===== src/design/sdram_check_pkg.sv =====
/*
 * Shared definitions for the SDRAM bring-up self-test
 *   - SDRAM command encodings {cs_n, ras_n, cas_n, we_n}
 *   - Bus width typedefs and sequencer timing counts
 *   - State enums for the init and test state machines
 *   - Test word generator used by the sequencer and the checker
 */
`default_nettype none

package sdram_check_pkg;

    // ============================================================
    // Bus and counter widths
    // ============================================================

    // Command word, all four strobes active low
    typedef logic [3:0]  sdram_cmd_t;
    typedef logic [12:0] sdram_addr_t;
    typedef logic [1:0]  sdram_ba_t;
    typedef logic [15:0] sdram_word_t;
    typedef logic [2:0]  test_row_t;
    typedef logic [15:0] delay_t;

    // ============================================================
    // Command encodings
    // ============================================================

    localparam sdram_cmd_t CMD_NOP       = 4'b0111;
    localparam sdram_cmd_t CMD_ACTIVE    = 4'b0011;
    localparam sdram_cmd_t CMD_READ      = 4'b0101;
    localparam sdram_cmd_t CMD_WRITE     = 4'b0100;
    localparam sdram_cmd_t CMD_PRECHARGE = 4'b0010;
    localparam sdram_cmd_t CMD_REFRESH   = 4'b0001;
    localparam sdram_cmd_t CMD_LOAD_MODE = 4'b0000;

    // ============================================================
    // Timing counts, in clock cycles
    // ============================================================

    // 200 us at 25 MHz
    localparam delay_t INIT_WAIT_CYCLES = 16'd5000;
    localparam delay_t T_RP_CYCLES      = 16'd2;
    localparam delay_t T_RFC_CYCLES     = 16'd8;
    localparam delay_t T_MRD_CYCLES     = 16'd2;
    localparam delay_t T_RCD_CYCLES     = 16'd2;
    // Write recovery and the auto-precharge that follows it
    localparam delay_t T_WR_RP_CYCLES   = 16'd3;
    // CAS latency 2, plus one cycle for the input sample register
    localparam delay_t READ_WAIT_CYCLES = 16'd3;

    localparam int TEST_ROWS = 8;

    // A10 high selects all banks on precharge, auto-precharge on column access
    localparam sdram_addr_t A10_PRECHARGE_ALL = 13'b0_0100_0000_0000;
    // Burst length 1, sequential, CAS latency 2, standard operation
    localparam sdram_addr_t MODE_REG_VALUE    = 13'b000_0_00_010_0_000;

    // ============================================================
    // State machines
    // ============================================================

    typedef enum logic [2:0] {
        INIT_POWER_UP,
        INIT_PRECHARGE,
        INIT_REFRESH_1,
        INIT_REFRESH_2,
        INIT_LOAD_MODE,
        INIT_MODE_WAIT,
        INIT_FINISHED
    } init_state_t;

    typedef enum logic [2:0] {
        TEST_WAIT_INIT,
        TEST_WR_ACT,
        TEST_WR_CMD,
        TEST_WR_RECOVER,
        TEST_RD_ACT,
        TEST_RD_CMD,
        TEST_RD_WAIT,
        TEST_DONE
    } test_state_t;

    // Row number, 10101, row number, 01010 from the top bit down
    function automatic sdram_word_t test_word(input test_row_t row);
        return {row, 5'b10101, row, 5'b01010};
    endfunction

endpackage

`default_nettype wire


===== src/design/sdram_check_top.sv =====
/*
 * SDRAM bring-up self-test top level
 *   - Init sequencer, then test sequencer, then read checker
 *   - DQ bus as separate out, output enable and in ports
 */
`default_nettype none

module sdram_check_top
    import sdram_check_pkg::*;
(
    input  logic        clk,
    input  logic        rst_n,
    input  sdram_word_t dq_in,
    output logic        sdram_cke,
    output sdram_cmd_t  sdram_cmd,
    output sdram_addr_t sdram_addr,
    output sdram_ba_t   sdram_ba,
    output sdram_word_t dq_out,
    output logic        dq_oe,
    output logic        test_pass,
    output logic        test_fail
);

    // ============================================================
    // Inter-stage wires
    // ============================================================

    // Init stage to test sequencer
    sdram_cmd_t  init_cmd;
    sdram_addr_t init_addr;
    sdram_ba_t   init_ba;
    logic        init_cke;
    logic        init_done;

    // Test sequencer to read checker
    logic        check_strobe;
    test_row_t   check_row;
    logic        check_last;

    sdram_init_seq u_init_seq (
        .clk       (clk),
        .rst_n     (rst_n),
        .init_cmd  (init_cmd),
        .init_addr (init_addr),
        .init_ba   (init_ba),
        .init_cke  (init_cke),
        .init_done (init_done)
    );

    sdram_pattern_seq u_pattern_seq (
        .clk          (clk),
        .rst_n        (rst_n),
        .init_cmd     (init_cmd),
        .init_addr    (init_addr),
        .init_ba      (init_ba),
        .init_cke     (init_cke),
        .init_done    (init_done),
        .sdram_cke    (sdram_cke),
        .sdram_cmd    (sdram_cmd),
        .sdram_addr   (sdram_addr),
        .sdram_ba     (sdram_ba),
        .dq_out       (dq_out),
        .dq_oe        (dq_oe),
        .check_strobe (check_strobe),
        .check_row    (check_row),
        .check_last   (check_last)
    );

    sdram_read_check u_read_check (
        .clk          (clk),
        .rst_n        (rst_n),
        .dq_in        (dq_in),
        .check_strobe (check_strobe),
        .check_row    (check_row),
        .check_last   (check_last),
        .test_pass    (test_pass),
        .test_fail    (test_fail)
    );

endmodule

`default_nettype wire


===== src/design/sdram_init_seq.sv =====
/*
 * SDRAM power-up and initialisation sequencer
 *   - Power-up wait with clock enable high
 *   - Precharge all banks, two auto-refreshes, load mode register
 *   - Registered command, address and bank outputs
 *   - init_done level once the mode-load wait has expired
 */
`default_nettype none

module sdram_init_seq
    import sdram_check_pkg::*;
(
    input  logic        clk,
    input  logic        rst_n,
    output sdram_cmd_t  init_cmd,
    output sdram_addr_t init_addr,
    output sdram_ba_t   init_ba,
    output logic        init_cke,
    output logic        init_done
);

    init_state_t state;
    // Counts down the wait that follows each step
    delay_t      delay;

    always_ff @(posedge clk or negedge rst_n) begin
        if (!rst_n) begin
            state     <= INIT_POWER_UP;
            delay     <= INIT_WAIT_CYCLES;
            init_cmd  <= CMD_NOP;
            init_addr <= '0;
            init_ba   <= '0;
            init_cke  <= 1'b0;
            init_done <= 1'b0;
        end else begin
            // Commands last a single cycle
            init_cmd <= CMD_NOP;

            case (state)
                // ============================================================
                // Power-up wait
                // ============================================================
                INIT_POWER_UP: begin
                    // Clock enable goes high on the first cycle out of reset
                    init_cke <= 1'b1;
                    if (delay == '0) begin
                        state <= INIT_PRECHARGE;
                    end else begin
                        delay <= delay - 16'd1;
                    end
                end

                // ============================================================
                // Command steps
                // ============================================================
                INIT_PRECHARGE: begin
                    init_cmd  <= CMD_PRECHARGE;
                    init_addr <= A10_PRECHARGE_ALL;
                    delay     <= T_RP_CYCLES;
                    state     <= INIT_REFRESH_1;
                end

                INIT_REFRESH_1: begin
                    // First refresh once tRP has passed
                    if (delay == '0) begin
                        init_cmd <= CMD_REFRESH;
                        delay    <= T_RFC_CYCLES;
                        state    <= INIT_REFRESH_2;
                    end else begin
                        delay <= delay - 16'd1;
                    end
                end

                INIT_REFRESH_2: begin
                    // Second refresh after tRFC
                    if (delay == '0) begin
                        init_cmd <= CMD_REFRESH;
                        delay    <= T_RFC_CYCLES;
                        state    <= INIT_LOAD_MODE;
                    end else begin
                        delay <= delay - 16'd1;
                    end
                end

                INIT_LOAD_MODE: begin
                    if (delay == '0) begin
                        init_cmd  <= CMD_LOAD_MODE;
                        init_ba   <= '0;
                        init_addr <= MODE_REG_VALUE;
                        delay     <= T_MRD_CYCLES;
                        state     <= INIT_MODE_WAIT;
                    end else begin
                        delay <= delay - 16'd1;
                    end
                end

                INIT_MODE_WAIT: begin
                    // Device is usable once tMRD has expired
                    if (delay == '0) begin
                        init_done <= 1'b1;
                        state     <= INIT_FINISHED;
                    end else begin
                        delay <= delay - 16'd1;
                    end
                end

                // Hold here, init_done stays high until reset
                INIT_FINISHED: begin
                    state <= INIT_FINISHED;
                end

                default: begin
                    state <= INIT_POWER_UP;
                end
            endcase
        end
    end

endmodule

`default_nettype wire


===== src/design/sdram_pattern_seq.sv =====
/*
 * SDRAM write and read test sequencer
 *   - Owns the registered SDRAM command, address, bank and DQ outputs
 *   - Forwards the init stage to the pins until init_done
 *   - Writes the test word to column 0 of rows 0 to 7 of bank 0
 *   - Reads the rows back and strobes the read checker per row
 */
`default_nettype none

module sdram_pattern_seq
    import sdram_check_pkg::*;
(
    input  logic        clk,
    input  logic        rst_n,
    input  sdram_cmd_t  init_cmd,
    input  sdram_addr_t init_addr,
    input  sdram_ba_t   init_ba,
    input  logic        init_cke,
    input  logic        init_done,
    output logic        sdram_cke,
    output sdram_cmd_t  sdram_cmd,
    output sdram_addr_t sdram_addr,
    output sdram_ba_t   sdram_ba,
    output sdram_word_t dq_out,
    output logic        dq_oe,
    output logic        check_strobe,
    output test_row_t   check_row,
    output logic        check_last
);

    test_state_t state;
    delay_t      delay;
    // Row under test, shared by the write and read phases
    test_row_t   row;
    logic        last_row;

    assign last_row = (row == test_row_t'(TEST_ROWS - 1));

    always_ff @(posedge clk or negedge rst_n) begin
        if (!rst_n) begin
            state        <= TEST_WAIT_INIT;
            delay        <= '0;
            row          <= '0;
            sdram_cke    <= 1'b0;
            sdram_cmd    <= CMD_NOP;
            sdram_addr   <= '0;
            sdram_ba     <= '0;
            dq_out       <= '0;
            dq_oe        <= 1'b0;
            check_strobe <= 1'b0;
            check_row    <= '0;
            check_last   <= 1'b0;
        end else begin
            // NOP, bus released and no strobe unless a state says otherwise
            sdram_cmd    <= CMD_NOP;
            dq_oe        <= 1'b0;
            check_strobe <= 1'b0;

            case (state)
                // ============================================================
                // Init stage drives the pins
                // ============================================================
                TEST_WAIT_INIT: begin
                    if (!init_done) begin
                        sdram_cke  <= init_cke;
                        sdram_cmd  <= init_cmd;
                        sdram_addr <= init_addr;
                        sdram_ba   <= init_ba;
                    end else begin
                        row   <= '0;
                        state <= TEST_WR_ACT;
                    end
                end

                // ============================================================
                // Write phase
                // ============================================================
                TEST_WR_ACT: begin
                    // Open the row in bank 0
                    sdram_cmd  <= CMD_ACTIVE;
                    sdram_ba   <= '0;
                    sdram_addr <= sdram_addr_t'(row);
                    delay      <= T_RCD_CYCLES;
                    state      <= TEST_WR_CMD;
                end

                TEST_WR_CMD: begin
                    if (delay == '0) begin
                        // Column 0 with auto-precharge, data driven for this cycle only
                        sdram_cmd  <= CMD_WRITE;
                        sdram_addr <= A10_PRECHARGE_ALL;
                        dq_out     <= test_word(row);
                        dq_oe      <= 1'b1;
                        // Expiry cycle itself counts toward the recovery time
                        delay      <= T_WR_RP_CYCLES - 16'd1;
                        state      <= TEST_WR_RECOVER;
                    end else begin
                        delay <= delay - 16'd1;
                    end
                end

                TEST_WR_RECOVER: begin
                    if (delay == '0) begin
                        if (last_row) begin
                            // All rows written, restart from row 0 for reads
                            row   <= '0;
                            state <= TEST_RD_ACT;
                        end else begin
                            row   <= row + 3'd1;
                            state <= TEST_WR_ACT;
                        end
                    end else begin
                        delay <= delay - 16'd1;
                    end
                end

                // ============================================================
                // Read phase
                // ============================================================
                TEST_RD_ACT: begin
                    sdram_cmd  <= CMD_ACTIVE;
                    sdram_ba   <= '0;
                    sdram_addr <= sdram_addr_t'(row);
                    delay      <= T_RCD_CYCLES;
                    state      <= TEST_RD_CMD;
                end

                TEST_RD_CMD: begin
                    if (delay == '0) begin
                        sdram_cmd  <= CMD_READ;
                        sdram_addr <= A10_PRECHARGE_ALL;
                        delay      <= READ_WAIT_CYCLES;
                        state      <= TEST_RD_WAIT;
                    end else begin
                        delay <= delay - 16'd1;
                    end
                end

                TEST_RD_WAIT: begin
                    // Data has reached the checker's sample register on expiry
                    if (delay == '0) begin
                        check_strobe <= 1'b1;
                        check_row    <= row;
                        check_last   <= last_row;
                        if (last_row) begin
                            state <= TEST_DONE;
                        end else begin
                            row   <= row + 3'd1;
                            state <= TEST_RD_ACT;
                        end
                    end else begin
                        delay <= delay - 16'd1;
                    end
                end

                // Test complete, pins stay at NOP until reset
                TEST_DONE: begin
                    state <= TEST_DONE;
                end

                default: begin
                    state <= TEST_WAIT_INIT;
                end
            endcase
        end
    end

endmodule

`default_nettype wire


===== src/design/sdram_read_check.sv =====
/*
 * SDRAM read-back checker
 *   - Samples the DQ input bus on every cycle
 *   - Compares the sample with the expected word at each check strobe
 *   - Sticky pass and fail flags
 */
`default_nettype none

module sdram_read_check
    import sdram_check_pkg::*;
(
    input  logic        clk,
    input  logic        rst_n,
    input  sdram_word_t dq_in,
    input  logic        check_strobe,
    input  test_row_t   check_row,
    input  logic        check_last,
    output logic        test_pass,
    output logic        test_fail
);

    sdram_word_t dq_sample;
    sdram_word_t expected;
    logic        word_error;

    // ============================================================
    // Input sample register
    // ============================================================

    // Captures the pin data one cycle before the strobe arrives
    always_ff @(posedge clk) begin
        dq_sample <= dq_in;
    end

    // ============================================================
    // Compare
    // ============================================================

    assign expected   = test_word(check_row);
    assign word_error = (dq_sample != expected);

    // ============================================================
    // Result latches
    // ============================================================

    // test_fail doubles as the mismatch latch, so a later good row
    // cannot turn a failed run into a pass
    always_ff @(posedge clk or negedge rst_n) begin
        if (!rst_n) begin
            test_pass <= 1'b0;
            test_fail <= 1'b0;
        end else if (check_strobe) begin
            if (word_error && !test_pass) begin
                test_fail <= 1'b1;
            end else if (check_last && !word_error && !test_fail) begin
                // Last row matched and no earlier row failed
                test_pass <= 1'b1;
            end
        end
    end

endmodule

`default_nettype wire


===== config.mk =====
export PLATFORM = sky130hd
export DESIGN_NAME = sdram_check_top
export DESIGN_NICKNAME = d
export VERILOG_FILES = /design/src/design/sdram_check_pkg.sv /design/src/design/sdram_check_top.sv /design/src/design/sdram_init_seq.sv /design/src/design/sdram_pattern_seq.sv /design/src/design/sdram_read_check.sv
export SDC_FILE = /design/constraint.sdc
export NUM_CORES = 1
export LEC_CHECK = 0
export BUFFER_PORTS_ARGS = -buffer_cell sky130_fd_sc_hd__buf_4
export CAP_MARGIN = 25
export CORE_ASPECT_RATIO = 2
export CORE_MARGIN = 1.5
export CORE_UTILIZATION = 45
export CTS_BUF_LIST = sky130_fd_sc_hd__clkbuf_8
export CTS_CLUSTER_SIZE = 10
export DETAILED_ROUTE_END_ITERATION = 12
export GPL_TIMING_DRIVEN = 0
export PLACE_DENSITY_LB_ADDON = 0.3
export SYNTH_ARGS = -nofsm -noshare
export SYNTH_HDL_FRONTEND = slang
export SYNTH_SLANG_ARGS = --single-unit

===== constraint.sdc =====
create_clock -name clk -period 5.5 [get_ports clk]
set_input_delay 0.275 -clock clk [delete_from_list [all_inputs] [get_ports clk]]
set_output_delay 0.275 -clock clk [all_outputs]
set_load 0.01 [all_outputs]

# ---- Yosys cells after proc, flatten, opt, wreduce, memory -nomap -nowiden
# Cells that the tools add are included.
dict set report classes {
  add_sub_neg 3
  multipliers 0
  div_mod_pow 0
  magnitude_cmp 0
  n_eq_ne 30
  shift 0
  muxes 45
  bitwise 2
  reduce_logical 35
}
# cell count
set op_table {}
lappend op_table {{$pmux 16 s4} 2}
lappend op_table {{$mux 16} 6}
lappend op_table {{$mux 3} 18}
lappend op_table {{$mux 13} 3}
lappend op_table {{$pmux 13 s3} 1}
lappend op_table {{$logic_not 16->1} 2}
lappend op_table {{$sub 16x1->16 const B} 2}
lappend op_table {{$pmux 13 s2} 1}
lappend op_table {{$eq 3x3->1 const B} 8}
lappend op_table {{$pmux 3 s8} 1}
lappend op_table {{$pmux 3 s7} 1}
lappend op_table {{$ne 2x1->1 const B} 10}
lappend op_table {{$reduce_and 2->1} 9}
lappend op_table {{$ne 16x16->1} 1}
lappend op_table {{$pmux 4 s4} 1}
lappend op_table {{$reduce_and 5->1} 3}
lappend op_table {{$eq 3x2->1 const B} 4}
lappend op_table {{$pmux 4 s3} 1}
lappend op_table {{$ne 2x2->1 const B} 5}
lappend op_table {{$reduce_or 2->1} 5}
lappend op_table {{$pmux 3 s3} 1}
lappend op_table {{$mux 2} 4}
lappend op_table {{$reduce_bool 4->1} 2}
lappend op_table {{$eq 3x1->1 const B} 2}
lappend op_table {{11 further kinds} 22}
dict set report totals {
  register_bits 115
  latch_bits 0
  ramBits 0
  mem_bits_ro 0
  inputBits 18
  n_memories 0
}

# ---- Logic depth before layout (Yosys ltp)
# Gate-level depths: netlist of the first run.
dict set report logic_depth {
  word_depth 5
  mapped_depth 10
}

# ---- Modules after synthesis
# From an unflattened synthesis of the first run, not the netlist that was laid out.
dict set report unflattened {
  cells_unflattened 498
  area_unflattened_um2 4926.0
}
# mod n_inst cells_each area_each_um2 seq_area_each_um2
set by_module_without_submodules {}
lappend by_module_without_submodules {sdram_pattern_seq 1 295 2927.8 1305.0}
lappend by_module_without_submodules {sdram_init_seq 1 170 1529.0 660.6}
lappend by_module_without_submodules {sdram_read_check 1 33 469.2 370.4}

# ---- Least setup slack after synthesis of the first run
# Ideal clock, no wire load.
dict set report synth_timing {
  kind {register to register}
  start {register u_pattern_seq.delay[0]}
  end {register u_pattern_seq.delay[7]}
  setup_time_ns 0.126
  arrival_time_ns 2.402
  path_slack_ns 2.972
  stages_incl_launch_ff 10
  n_path_buf 1
  period_less_slack_ns 2.528
  path_cell_list {dfrtp_1 -> inv_1 -> ha_1 -> or3b_1 -> or4_1 -> buf_6 -> nand2_4 -> o21ai_1 -> a22o_1 -> a221o_1}
}
dict set report synth_between {
  elab_chain_len 3
  elab_cells_between_ends 8
  cone_classes {1 x add/sub; 1 x eq/ne; 4 x mux; 2 x reduce/logical}
}
# element line
set synth_lines {}
lappend synth_lines {{start, declared} sdram_pattern_seq.sv:32} ;# delay_t delay;
lappend synth_lines {{start signal, assigned} sdram_pattern_seq.sv:95} ;# delay <= T_WR_RP_CYCLES - 16'd1;
lappend synth_lines {{start signal, assigned} sdram_pattern_seq.sv:98} ;# delay <= delay - 16'd1;
lappend synth_lines {{start signal, assigned} sdram_pattern_seq.sv:113} ;# delay <= delay - 16'd1;
lappend synth_lines {{$sub 16x1->16 / $logic_not 16->1 (equally long branches)} --}
lappend synth_lines {{$mux 16 (tied with other cells)} {sdram_pattern_seq.sv:103, sdram_pattern_seq.sv:141}}
lappend synth_lines {{$pmux 16 s4 / $reduce_and 2->1 (equally long branches)} --}
# Several ways; a longest one is shown, not always the timed one. The select of a mux whose other input is x is not followed.
# A chain may end at the register's enable or synchronous reset.

# ---- Worst setup path after layout of the first run
dict set report layout_timing {
  start {register u_pattern_seq.delay[0]}
  end {register u_pattern_seq.delay[15]}
}
# Same word-level chain as after synthesis.

==> out/metrics.cfg, run 1 <==
[synthesis]
muxShareOfSynthArea_pct=2.16
yosys_warnings=0
synth_top_family_by_area=simple AND/OR/NAND/NOR gates
synth-xor-area-share_pct=3.06
postSynth.asyncResetShare_pct=81.2
synth_ff_type=dfrtp_1
synth.most_common_cell=nor2_1
synthSimpleGateAreaFrac_pct=22.0
synth_area_um2=4580
netlist_top_cells_area=dfrtp_1, dfxtp_1, dfstp_2, nor2_1, o21ai_0
synth_compound_area_share_pct=19.2
synthTopCellsByCount=nor2_1, dfrtp_1, nand2_1, o21ai_0, a21oi_1
synth_area_per_cell_um2=8.89
synth_area_leader_cell=dfrtp_1
synth_seq_cells=85
synth_top_area_share_pct=31.7
synth_cell_type_count=68
synthAdderAreaFrac_pct=1.31
synth_seq_area_share_pct=45.0
netlist_instances=515
synth-edff-count=0

[power_and_ir_drop]
powerDensity_nw_per_um2=211
p_leak_nw=2.47
irDropWorstVdd_uv=156

[cts]
cts_buffer_depth=2
cts_made_buffers=9
clock_sinks=85
insertion_delay_ns=0.37
htree_num_levels=3
postCtsSetupBuffers=0
clk_pin_slew_ns=0.10
cts_tree=yes
cts_root_buffer=clkbuf_8

[finish]
final_util_pct=54.7
area_growth_pct=19.7
final-instance-count-excl-fill=737
drive_gt1_share_pct=19.6
layout.nets=619
n_antenna_cell=0
fillers=967

[drt]
vias=4183
vias_per_cell=5.68
wl_um=12400
drt_iter0_drc=264
ant_nets=0
wl_per_cell_um=16.8
drcViolationCount=0
drt_pre_antenna_iters=5

[floorplan]
placeableCoreArea_um2=10000
die-area_um2=10800
die_h_um=146
initial_utilization_pct=45.7
ios=57
die_w_um=74.3
num_rows=52

[worst_setup_path]
crit_arrival_ns=3.28
crit_chain=inv_1 -> ha_1 -> or3b_1 -> nor4_1 -> maj3_1 -> a211oi_1 -> xnor2_1 -> nor2_1
crit_family=simple AND/OR/NAND/NOR gates
path_class=register to register
crit_path_max_incr_delay_ns=0.74
start_kind=register
worst_setup_path_end_kind=register
critPathBufInv=1
critPathMaxFanout=6
reg2reg_slack_ns=2.46
required_ns=5.74
cpMaxStageDelayCell=nor4_1

[grt]
antenna_found_initial=0
grt_pass1_wl_um=19800
grt_use_total_pct=23.8
grt_max_degree=70
grt_pass1_vias=4120
overflow=0

[timing]
whs_ns=-0.0120
setup_violations=0
slew_headroom_pct=31.7
fin_tns_setup_ns=0
clock_skew_ns=0.0113
tightest_slew_ns=1.02
final.min_clock_period_ns=3.04
maxSlewViolCount=0
rsz0062_at_grt=false
fin_crit_sh_pct=55.2
fmax_mhz=329
final_hold_viol_count=3

[placement]
gp_congestion=0.960
hpwl_um=9010
placedCellCount=705
io_buffer_count=40

[worst_hold_path]
hold_path_class=input pin to asynchronous set/reset pin

[outcome]
outcome=complete, but fails checks
violations=negative hold slack

[job]
drv_cap=0

[power by group]
group          switching [mW]  internal, mW  total (mW)
Clock                   0.259         0.222       0.481
Sequential            0.00234         0.629       0.632
Combinational          0.0203        0.0231      0.0434
Total                   0.281         0.875        1.16
[layer usage]
layer  part of all wire, %  vias up  GRT usage [%]  routed length [um]
met1                    34     1995           22.6                4250
met3                   5.1       55           4.99                 639
met4                   5.7        0           15.4                 706
met5                     0        -              0                   0
li1                      -     1972              -                   -
met2                    55      161           43.5                6820
[flip-flops by register name, indices dropped and copies added (netlist names), 3 cells and up]
signal                    cells
u_init_seq.delay             16
u_init_seq.init_cmd           3
u_init_seq.state              3
u_pattern_seq.check_row       3
u_pattern_seq.delay          16
u_pattern_seq.dq_out          4
u_pattern_seq.row             3
u_pattern_seq.sdram_addr      5
u_pattern_seq.sdram_cmd       3
u_pattern_seq.state           3
u_read_check.dq_sample       16
[logic make-up (layout without fill, tap and decap cells)]
group | count (synthesis) | after routing
AO/OA/AOI/OAI | 134 | 134
XOR/XNOR | 16 | 16
adder cells (fa/ha/maj) | 5 | 5
buffers and inverters | 62 | 134
flip-flops | 85 | 85
multiplexers | 9 | 9
other | 1 | 16
AND/OR/NAND/NOR | 203 | 203
[path summary, 6_finish.rpt]
check                                                        start                                     end  cells past startpoint
worst max-delay path            u_pattern_seq.delay[0]$_DFFE_PN0P_     u_pattern_seq.delay[15]$_DFFE_PN0P_                      8
worst min-delay path                                         rst_n  u_pattern_seq.check_row[1]$_DFFE_PN0P_                      1
worst max register to register  u_pattern_seq.delay[0]$_DFFE_PN0P_     u_pattern_seq.delay[15]$_DFFE_PN0P_                      8
worst min register to register     u_init_seq.init_cke$_DFFE_PN0N_         u_init_seq.init_cke$_DFFE_PN0N_                      1
max in group asynchronous                                    rst_n      u_pattern_seq.delay[4]$_DFFE_PN0P_                      1
min in group clk                   u_init_seq.init_cke$_DFFE_PN0N_         u_init_seq.init_cke$_DFFE_PN0N_                      1
[final cells by class]
| cell class | count | area, um2 | area share (%) |
|---|---|---|---|
| repair buffers | 56 | 460 | 8.40 |
| clock inverters | 7 | 92.6 | 1.69 |
| inverters | 15 | 56.3 | 1.03 |
| plain buffers | 47 | 275 | 5.02 |
| multi-input cells | 383 | 2240 | 40.9 |
| clock buffers | 9 | 124 | 2.26 |
| flip-flops and latches | 85 | 2060 | 37.6 |
| well taps | 135 | 169 | 3.08 |
[per-stage QoR]
step	total power [mW]	instance area, um2	worst slack (ns)
final	1.16	5480	2.46
after detailed placement	0.678	5110	2.56
after global routing	1.20	5480	2.32
after CTS	1.17	5480	2.55
after floorplan	0.658	4640	2.97
after global placement	0.677	5110	2.61
[cells in the final DEF (no fill, tap or decap), types with 5 or more instances in the layout]
| cell type | instances |
|---|---|
| conb_1 | 16 |
| a31oi_1 | 6 |
| or4_1 | 5 |
| a221o_1 | 5 |
| dlygate4sd3_1 | 16 |
| o211ai_1 | 6 |
| nor4_1 | 9 |
| xor2_1 | 8 |
| o22ai_1 | 5 |
| nand2_1 | 52 |
| buf_4 | 63 |
| nor3_1 | 19 |
| clkbuf_1 | 18 |
| xnor2_1 | 8 |
| a21oi_1 | 32 |
| or2_2 | 5 |
| dfstp_2 | 11 |
| a211oi_1 | 5 |
| nand2b_1 | 5 |
| inv_1 | 14 |
| nand3_1 | 14 |
| dfxtp_1 | 16 |
| a22oi_1 | 7 |
| clkbuf_8 | 9 |
| o21ai_0 | 40 |
| nor2_1 | 59 |
| mux2_2 | 7 |
| a21o_1 | 6 |
| dfrtp_1 | 58 |
| and3_1 | 6 |
[repair_timing]
action,in CTS,in global routing
gates resized for setup,0,0
hold endpoints to repair,16,0
hold buffers,16,0
Note: power is estimated with default switching activity, not from simulation.
==> run 2: changes to the inputs <==
==> constraint.sdc (replaced) <==
create_clock -name clk -period 2.5 [get_ports clk]
set_input_delay 0.125 -clock clk [delete_from_list [all_inputs] [get_ports clk]]
set_output_delay 0.125 -clock clk [all_outputs]
set_load 0.01 [all_outputs]
==> run 2 against run 1 <==
The run now ends clean. Sequential power up 120%. Die area unchanged. Combinational power up 120%. Sequential cell count is the same. Utilization grew 2.2 points. Power is 110% higher. First-iteration DRC count rose by 27%. Worst setup slack lost 2.4 ns. Count of clock-buffer cells in the layout unchanged. Critical endpoint is now u_pattern_seq.delay[7]$_DFFE_PN0P_. Largest power group unchanged.
==> out/metrics.cfg, run 2 (same netlist as run 1, synthesis figures left out) <==
[timing]
clock_skew_ns=0.0101  ; -0.00114 ns
slew_headroom_pct=42.4  ; +11 points
final.min_clock_period_ns=2.46  ; -0.582 ns
maxSlewViolCount=0  ; unchanged
final_hold_viol_count=0  ; -3
fmax_mhz=407  ; +24%
fin_tns_setup_ns=0  ; unchanged
whs_ns=0.390  ; +0.402 ns
fin_crit_sh_pct=98.2  ; +43 points
tightest_slew_ns=0.861  ; -0.154 ns
fin_ws_ns=0.0446  ; -2.42 ns
setup_violations=0  ; unchanged
rsz0062_at_grt=true

[finish]
layout_commonest_cell=buf_4
n_antenna_cell=0  ; unchanged
final-instance-count-excl-fill=749  ; +1.6%
area_growth_pct=24.6
drive_gt1_share_pct=25.1  ; +5.5 points
layout.nets=631  ; +1.9%
final_cell_mix=buf_4, nor2_1, dfrtp_1, nand2_1, o21ai_0
top_regs=u_init_seq.delay (16), u_pattern_seq.delay (16), u_read_check.dq_sample (16)

[placement]
placedCellCount=705  ; unchanged
io_buffer_count=40  ; unchanged
dp_worst_setup_slack_ns=-0.267  ; -2.83 ns
gp_congestion=0.964  ; +0.46%
hpwl_um=8700  ; -3.4%

[cts]
cts_tree=yes
cts_buffer_depth=2  ; unchanged
clk_pin_slew_ns=0.09  ; about the same
cts_made_buffers=9  ; unchanged
cts_root_buffer=clkbuf_8
insertion_delay_ns=0.37  ; about the same
clock_sinks=85  ; unchanged
htree_num_levels=3  ; unchanged

[worst_setup_path]
crit_path_max_incr_delay_ns=0.62  ; -0.12 ns
crit_arrival_ns=2.71  ; -0.57 ns
cpMaxStageDelayCell=or4_4
critPathMaxFanout=6  ; unchanged
required_ns=2.76  ; -2.98 ns
r2r_start=u_pattern_seq.delay[0]$_DFFE_PN0P_
crit_chain=inv_4 -> ha_4 -> or3b_4 -> or4_4 -> nand2_4 -> o21ai_2 -> a22o_1 -> a221o_1
r2r-end=u_pattern_seq.delay[7]$_DFFE_PN0P_
reg2reg_depth=8  ; unchanged
path_class=register to register
start_kind=register
reg2reg_slack_ns=0.04  ; -2.42 ns
worst_setup_path_end_kind=register

[grt]
grt_max_degree=70  ; unchanged
grt_use_total_pct=23.9  ; +0.081 points
grt_pass1_vias=4155  ; +0.85%
grt_pass1_wl_um=20000  ; +0.77%
antenna_found_initial=0  ; unchanged
overflow=0  ; unchanged

[drt]
drcViolationCount=0  ; unchanged
wl_um=12200  ; -1.4%
vias=4232  ; +1.2%
vias_per_cell=5.65  ; -0.45%
wl_per_cell_um=16.3  ; -3.0%
drt_pre_antenna_iters=5  ; unchanged
ant_nets=0  ; unchanged
drt_iter0_drc=335  ; +27%

[floorplan]
placeableCoreArea_um2=10000  ; unchanged
num_rows=52  ; unchanged
die-area_um2=10800  ; unchanged
die_w_um=74.3  ; unchanged
ios=57  ; unchanged
die_h_um=146  ; unchanged
initial_utilization_pct=45.7  ; unchanged

[worst_hold_path]
hold_path_class=input pin to asynchronous set/reset pin

[power_and_ir_drop]
powerDensity_nw_per_um2=429  ; +100%
irDropWorstVdd_uv=215  ; +38%
p_leak_nw=2.54  ; +2.9%

[job]
drv_cap=0  ; unchanged

[outcome]
outcome=finished, final reports clean

-- run 2: cell count changes in the layout (fill, tap and decap cells not counted), moves of 4 or more --
cell,change
inv_1,-4
dfrtp_1,-4
buf_4,+12
dfrtp_2,+4
-- run 2: layout make-up --
| type | count | area (um2) |
|---|---|---|
| multi-input cells | 383 | 2370 |
| fillers | 950 | 4310 |
| inverters | 15 | 58.8 |
| repair buffers | 69 | 561 |
| plain buffers | 46 | 280 |
| well taps | 135 | 169 |
| flip-flops and latches | 85 | 2070 |
| clock inverters | 7 | 78.8 |
| clock buffers | 9 | 124 |
-- run 2: critical path: cells and delay by family (launching register included) --
family	cells	cell delay, ns
compound gates	3	0.56
fa+ha+maj	1	0.13
buf+inv	1	0.07
flops	1	0.44
simple gates	3	1.15
-- run 2: timing repair --
| action | in CTS | in global routing |
|---|---|---|
| pin swaps | 6 | 8 |
| endpoints found under the setup margin | 45 | 35 |
| resized for setup | 18 | 19 |
| buffers inserted | 12 | 0 |
| hold buffers | 17 | 0 |
| hold endpoints to repair | 74 | 0 |
-- run 2: metal layers --
| metal | wire length (um) | vias up | share of wire [%] | global-route usage [%] |
|---|---|---|---|---|
| met3 | 493 | 56 | 4.0 | 3.88 |
| met2 | 6680 | 156 | 55 | 41.5 |
| met1 | 4250 | 2020 | 35 | 24.1 |
| met5 | 0 | - | 0 | 0 |
| met4 | 819 | 0 | 6.7 | 18.3 |
| li1 | - | 2000 | - | - |
-- run 2: metrics by stage --
step | area (um2) | util [%] | total power, mW
6_report | 5710 | 56.9 | 2.45
5_1_grt | 5710 | 56.9 | 2.55
4_1_cts | 5640 | 56.3 | 2.48
3_5_place_dp | 5110 | 51.0 | 1.49
3_3_place_gp | 5110 | 51.0 | 1.49
2_1_floorplan | 4640 | - | 1.45
-- run 2: where the power goes --
group | switching (mW) | internal (mW) | total (mW) | leakage [nW]
logic | 0.0433 | 0.0519 | 0.0953 | 1.46
clock network | 0.569 | 0.396 | 0.966 | 0.102
registers | 0.00469 | 1.38 | 1.39 | 0.982
total | 0.617 | 1.83 | 2.45 | 2.54
-- run 2: worst max path at each step --
stage	startpoint	to	slack (ns)
final	u_pattern_seq.delay[0]$_DFFE_PN0P_	u_pattern_seq.delay[7]$_DFFE_PN0P_	0.04
after global routing	u_pattern_seq.delay[0]$_DFFE_PN0P_	u_pattern_seq.delay[5]$_DFFE_PN0P_	-0.009
after CTS	u_pattern_seq.delay[8]$_DFFE_PN0P_	u_pattern_seq.delay[7]$_DFFE_PN0P_	0.002
after detailed placement	u_pattern_seq.delay[0]$_DFFE_PN0P_	u_pattern_seq.check_row[0]$_DFFE_PN0P_	-0.27
after global placement	u_pattern_seq.delay[0]$_DFFE_PN0P_	u_pattern_seq.check_row[2]$_DFFE_PN0P_	-0.27
after floorplan	u_pattern_seq.delay[0]$_DFFE_PN0P_	u_pattern_seq.delay[7]$_DFFE_PN0P_	0.02
==> run 3: changes to the inputs <==
--- a/config.mk
+++ b/config.mk
@@ -5,6 +5,7 @@
 export SDC_FILE = /design/constraint.sdc
 export NUM_CORES = 1
 export LEC_CHECK = 0
+export ABC_AREA = 1
 export BUFFER_PORTS_ARGS = -buffer_cell sky130_fd_sc_hd__buf_4
 export CAP_MARGIN = 25
 export CORE_ASPECT_RATIO = 2
==> run 3 against run 2 <==
Non-clock buffer count down 31. Sequential share of layout area up 3.4 points. Register-to-register slack better by 0.54 ns. Count of clock-buffer cells in the layout unchanged. Critical path type unchanged.
==> out/metrics.cfg, run 3 <==
[placement]
io_buffer_count=40  ; unchanged
hpwl_um=7460  ; -14%
gp_congestion=0.888  ; -7.9%

[grt]
grt_max_degree=70  ; unchanged
antenna_found_initial=0  ; unchanged
grt_pass1_vias=3775  ; -9.1%
grt_use_total_pct=20.8  ; -3.1 points
grt_pass1_wl_um=16600  ; -17%
overflow=0  ; unchanged

[finish]
n_antenna_cell=0  ; unchanged
area_growth_pct=19.6
multi_input_area_um2=1830  ; -23%
layout_commonest_cell=nand2_1
final_cell_mix=nand2_1, nor2_1, inv_1, buf_4, dfrtp_1
fillers=863  ; -9.2%
drive_gt1_share_pct=21.7  ; -3.4 points
top_regs=u_init_seq.delay (16), u_pattern_seq.delay (16), u_read_check.dq_sample (16)
layout.nets=654  ; +3.6%
final-seq-area_um2=2060  ; -0.24%
final_util_pct=55.5  ; -1.4 points

[worst_setup_path]
start_kind=register
critPathMaxFanout=8  ; +2
required_ns=2.76  ; about the same
worst_setup_path_end_kind=register
crit_arrival_ns=2.18  ; -0.53 ns
path_class=register to register

[synthesis]
synth-edff-count=0  ; unchanged
synth_area_um2=4360  ; -4.9%
synthSimpleGateAreaFrac_pct=30.7  ; +8.8 points
synth_area_per_cell_um2=7.93  ; -11%
yosys_warnings=0  ; unchanged
synth.most_common_cell=nand2_1
synth_seq_area_share_pct=47.3  ; +2.3 points
netlist_top_cells_area=dfrtp_1, nand2_1, dfxtp_1, dfstp_2, nor2_1
synth_compound_area_share_pct=8.24  ; -11 points
synth_area_leader_cell=dfrtp_1
netlist_instances=549  ; +6.6%
postSynth.asyncResetShare_pct=81.2  ; unchanged
synth_cell_type_count=38  ; -44%
synth-xor-area-share_pct=0.603  ; -2.5 points
synth_top_family_by_area=simple AND/OR/NAND/NOR gates
synthTopCellsByCount=nand2_1, nor2_1, inv_1, dfrtp_1, nand3_1
synth_seq_cells=85  ; unchanged
synth_top_area_share_pct=33.3  ; +1.6 points
muxShareOfSynthArea_pct=0  ; -2.2 points
synth_ff_type=dfrtp_1
synthAdderAreaFrac_pct=1.15  ; -0.16 points

[cts]
cts_root_buffer=clkbuf_8
cts_resized=0  ; -18
cts_buffer_depth=2  ; unchanged
insertion_delay_ns=0.37  ; about the same
cts_tree=yes
postCtsSetupBuffers=0  ; -12
clk_pin_slew_ns=0.10  ; about the same
hold_buffers=17  ; unchanged
cts_made_buffers=9  ; unchanged
htree_num_levels=3  ; unchanged
clock_sinks=85  ; unchanged

[drt]
drt_iter0_drc=159  ; -53%
ant_nets=0  ; unchanged
highest-signal-layer=met4
drt_pre_antenna_iters=4  ; -1
met2WireLength_um=5600  ; -16%
wl_met1_um=3470  ; -18%
drcViolationCount=0  ; unchanged
vias=3721  ; -12%
wl_per_cell_um=13.3  ; -19%
vias_per_cell=5.02  ; -11%
wl_met3_um=317  ; -36%
wl_um=9850  ; -20%

[floorplan]
die-area_um2=10300  ; -4.8%
ios=57  ; unchanged
placeableCoreArea_um2=9380  ; -6.3%
initial_utilization_pct=46.4  ; +0.70 points
die_w_um=72.6  ; -2.4%
die_h_um=142  ; -2.4%
num_rows=50  ; -3.8%

[power_and_ir_drop]
p_leak_nw=2.72  ; +6.9%
irDropWorstVdd_uv=367  ; +71%
powerDensity_nw_per_um2=473  ; +10%

[timing]
final.min_clock_period_ns=1.91  ; -0.543 ns
clock_skew_ns=0.0125  ; +0.00236 ns
maxSlewViolCount=0  ; unchanged
fmax_mhz=523  ; +28%
fin_crit_sh_pct=76.5  ; -22 points
slew_headroom_pct=40.2  ; -2.2 points
tightest_slew_ns=0.897  ; +0.0356 ns
final_hold_viol_count=0  ; unchanged
setup_violations=0  ; unchanged
fin_tns_setup_ns=0  ; unchanged
rsz0062_at_grt=false

[outcome]
outcome=finished, final reports clean

[worst_hold_path]
hold_path_class=input pin to register

[job]
drv_cap=0  ; unchanged

==> run 3: kinds of logic (layout without fill, tap and decap cells) <==
family,after synthesis,in the layout
adder cells (fa/ha/maj),4,4
XOR/XNOR,3,3
AND/OR/NAND/NOR,284,284
flip-flops,85,85
buffers and inverters,108,181
other,1,16
AO/OA/AOI/OAI,64,64
==> run 3: area by class of cell <==
type	count	area share (%)
clock buffer	9	2.38
clock inverter	7	1.37
tap	104	2.50
multi-input combinational	371	35.2
timing repair buffer	57	9.03
inverter	81	5.89
sequential	85	39.6
buffer	27	4.04
==> run 3: critical path, cell delays in order (launching register included) <==
cell and delay [ns]:
dfrtp_1 0.41, inv_1 0.10, ha_1 0.22, nand2_4 0.12, nor2_4 0.13, nand4_1 0.24, nand2_1 0.19, nand2_2 0.17
inv_2 0.17, nor2_1 0.07
==> run 3: metrics by stage <==
step	setup WS, ns	total power, mW	instance area, um2	instances	hold slack [ns]
floorplan	0.958	1.45	4410	564	-0.171
global placement	0.640	1.49	4840	708	0.230
detailed placement	0.601	1.49	4840	708	0.230
CTS	0.596	2.49	5210	741	0.377
global route	0.433	2.56	5210	741	0.384
finish	0.587	2.46	5210	741	0.395
==> run 3: worst paths after layout <==
kind	from	endpoint	slack (ns)	cells after the start
min reg2reg	u_init_seq.init_cke$_DFFE_PN0N_	u_init_seq.init_cke$_DFFE_PN0N_	0.46	2
min in group asynchronous	rst_n	u_pattern_seq.check_row[1]$_DFFE_PN0P_	0.41	2
max in group asynchronous	rst_n	u_init_seq.delay[11]$_DFFE_PN0P_	1.49	2
max	u_pattern_seq.delay[0]$_DFFE_PN0P_	u_pattern_seq.delay[3]$_DFFE_PN0P_	0.59	9
max reg2reg	u_pattern_seq.delay[0]$_DFFE_PN0P_	u_pattern_seq.delay[3]$_DFFE_PN0P_	0.59	9
min	dq_in[11]	u_read_check.dq_sample[11]$_DFF_P_	0.40	2
==> run 3: power by group <==
group | switching (mW) | leakage [nW] | total [mW] | internal, mW
Clock | 0.579 | 0.102 | 0.974 | 0.395
Combinational | 0.0476 | 1.63 | 0.100 | 0.0528
Sequential | 0.00427 | 0.989 | 1.39 | 1.38
==> run 3: layer usage <==
metal  vias to the layer above  global-route usage (%)
met3                        36                    4.25
met4                         0                    10.9
met1                      1749                    20.2
met5                         -                       0
li1                       1857                       -
met2                        79                    39.6
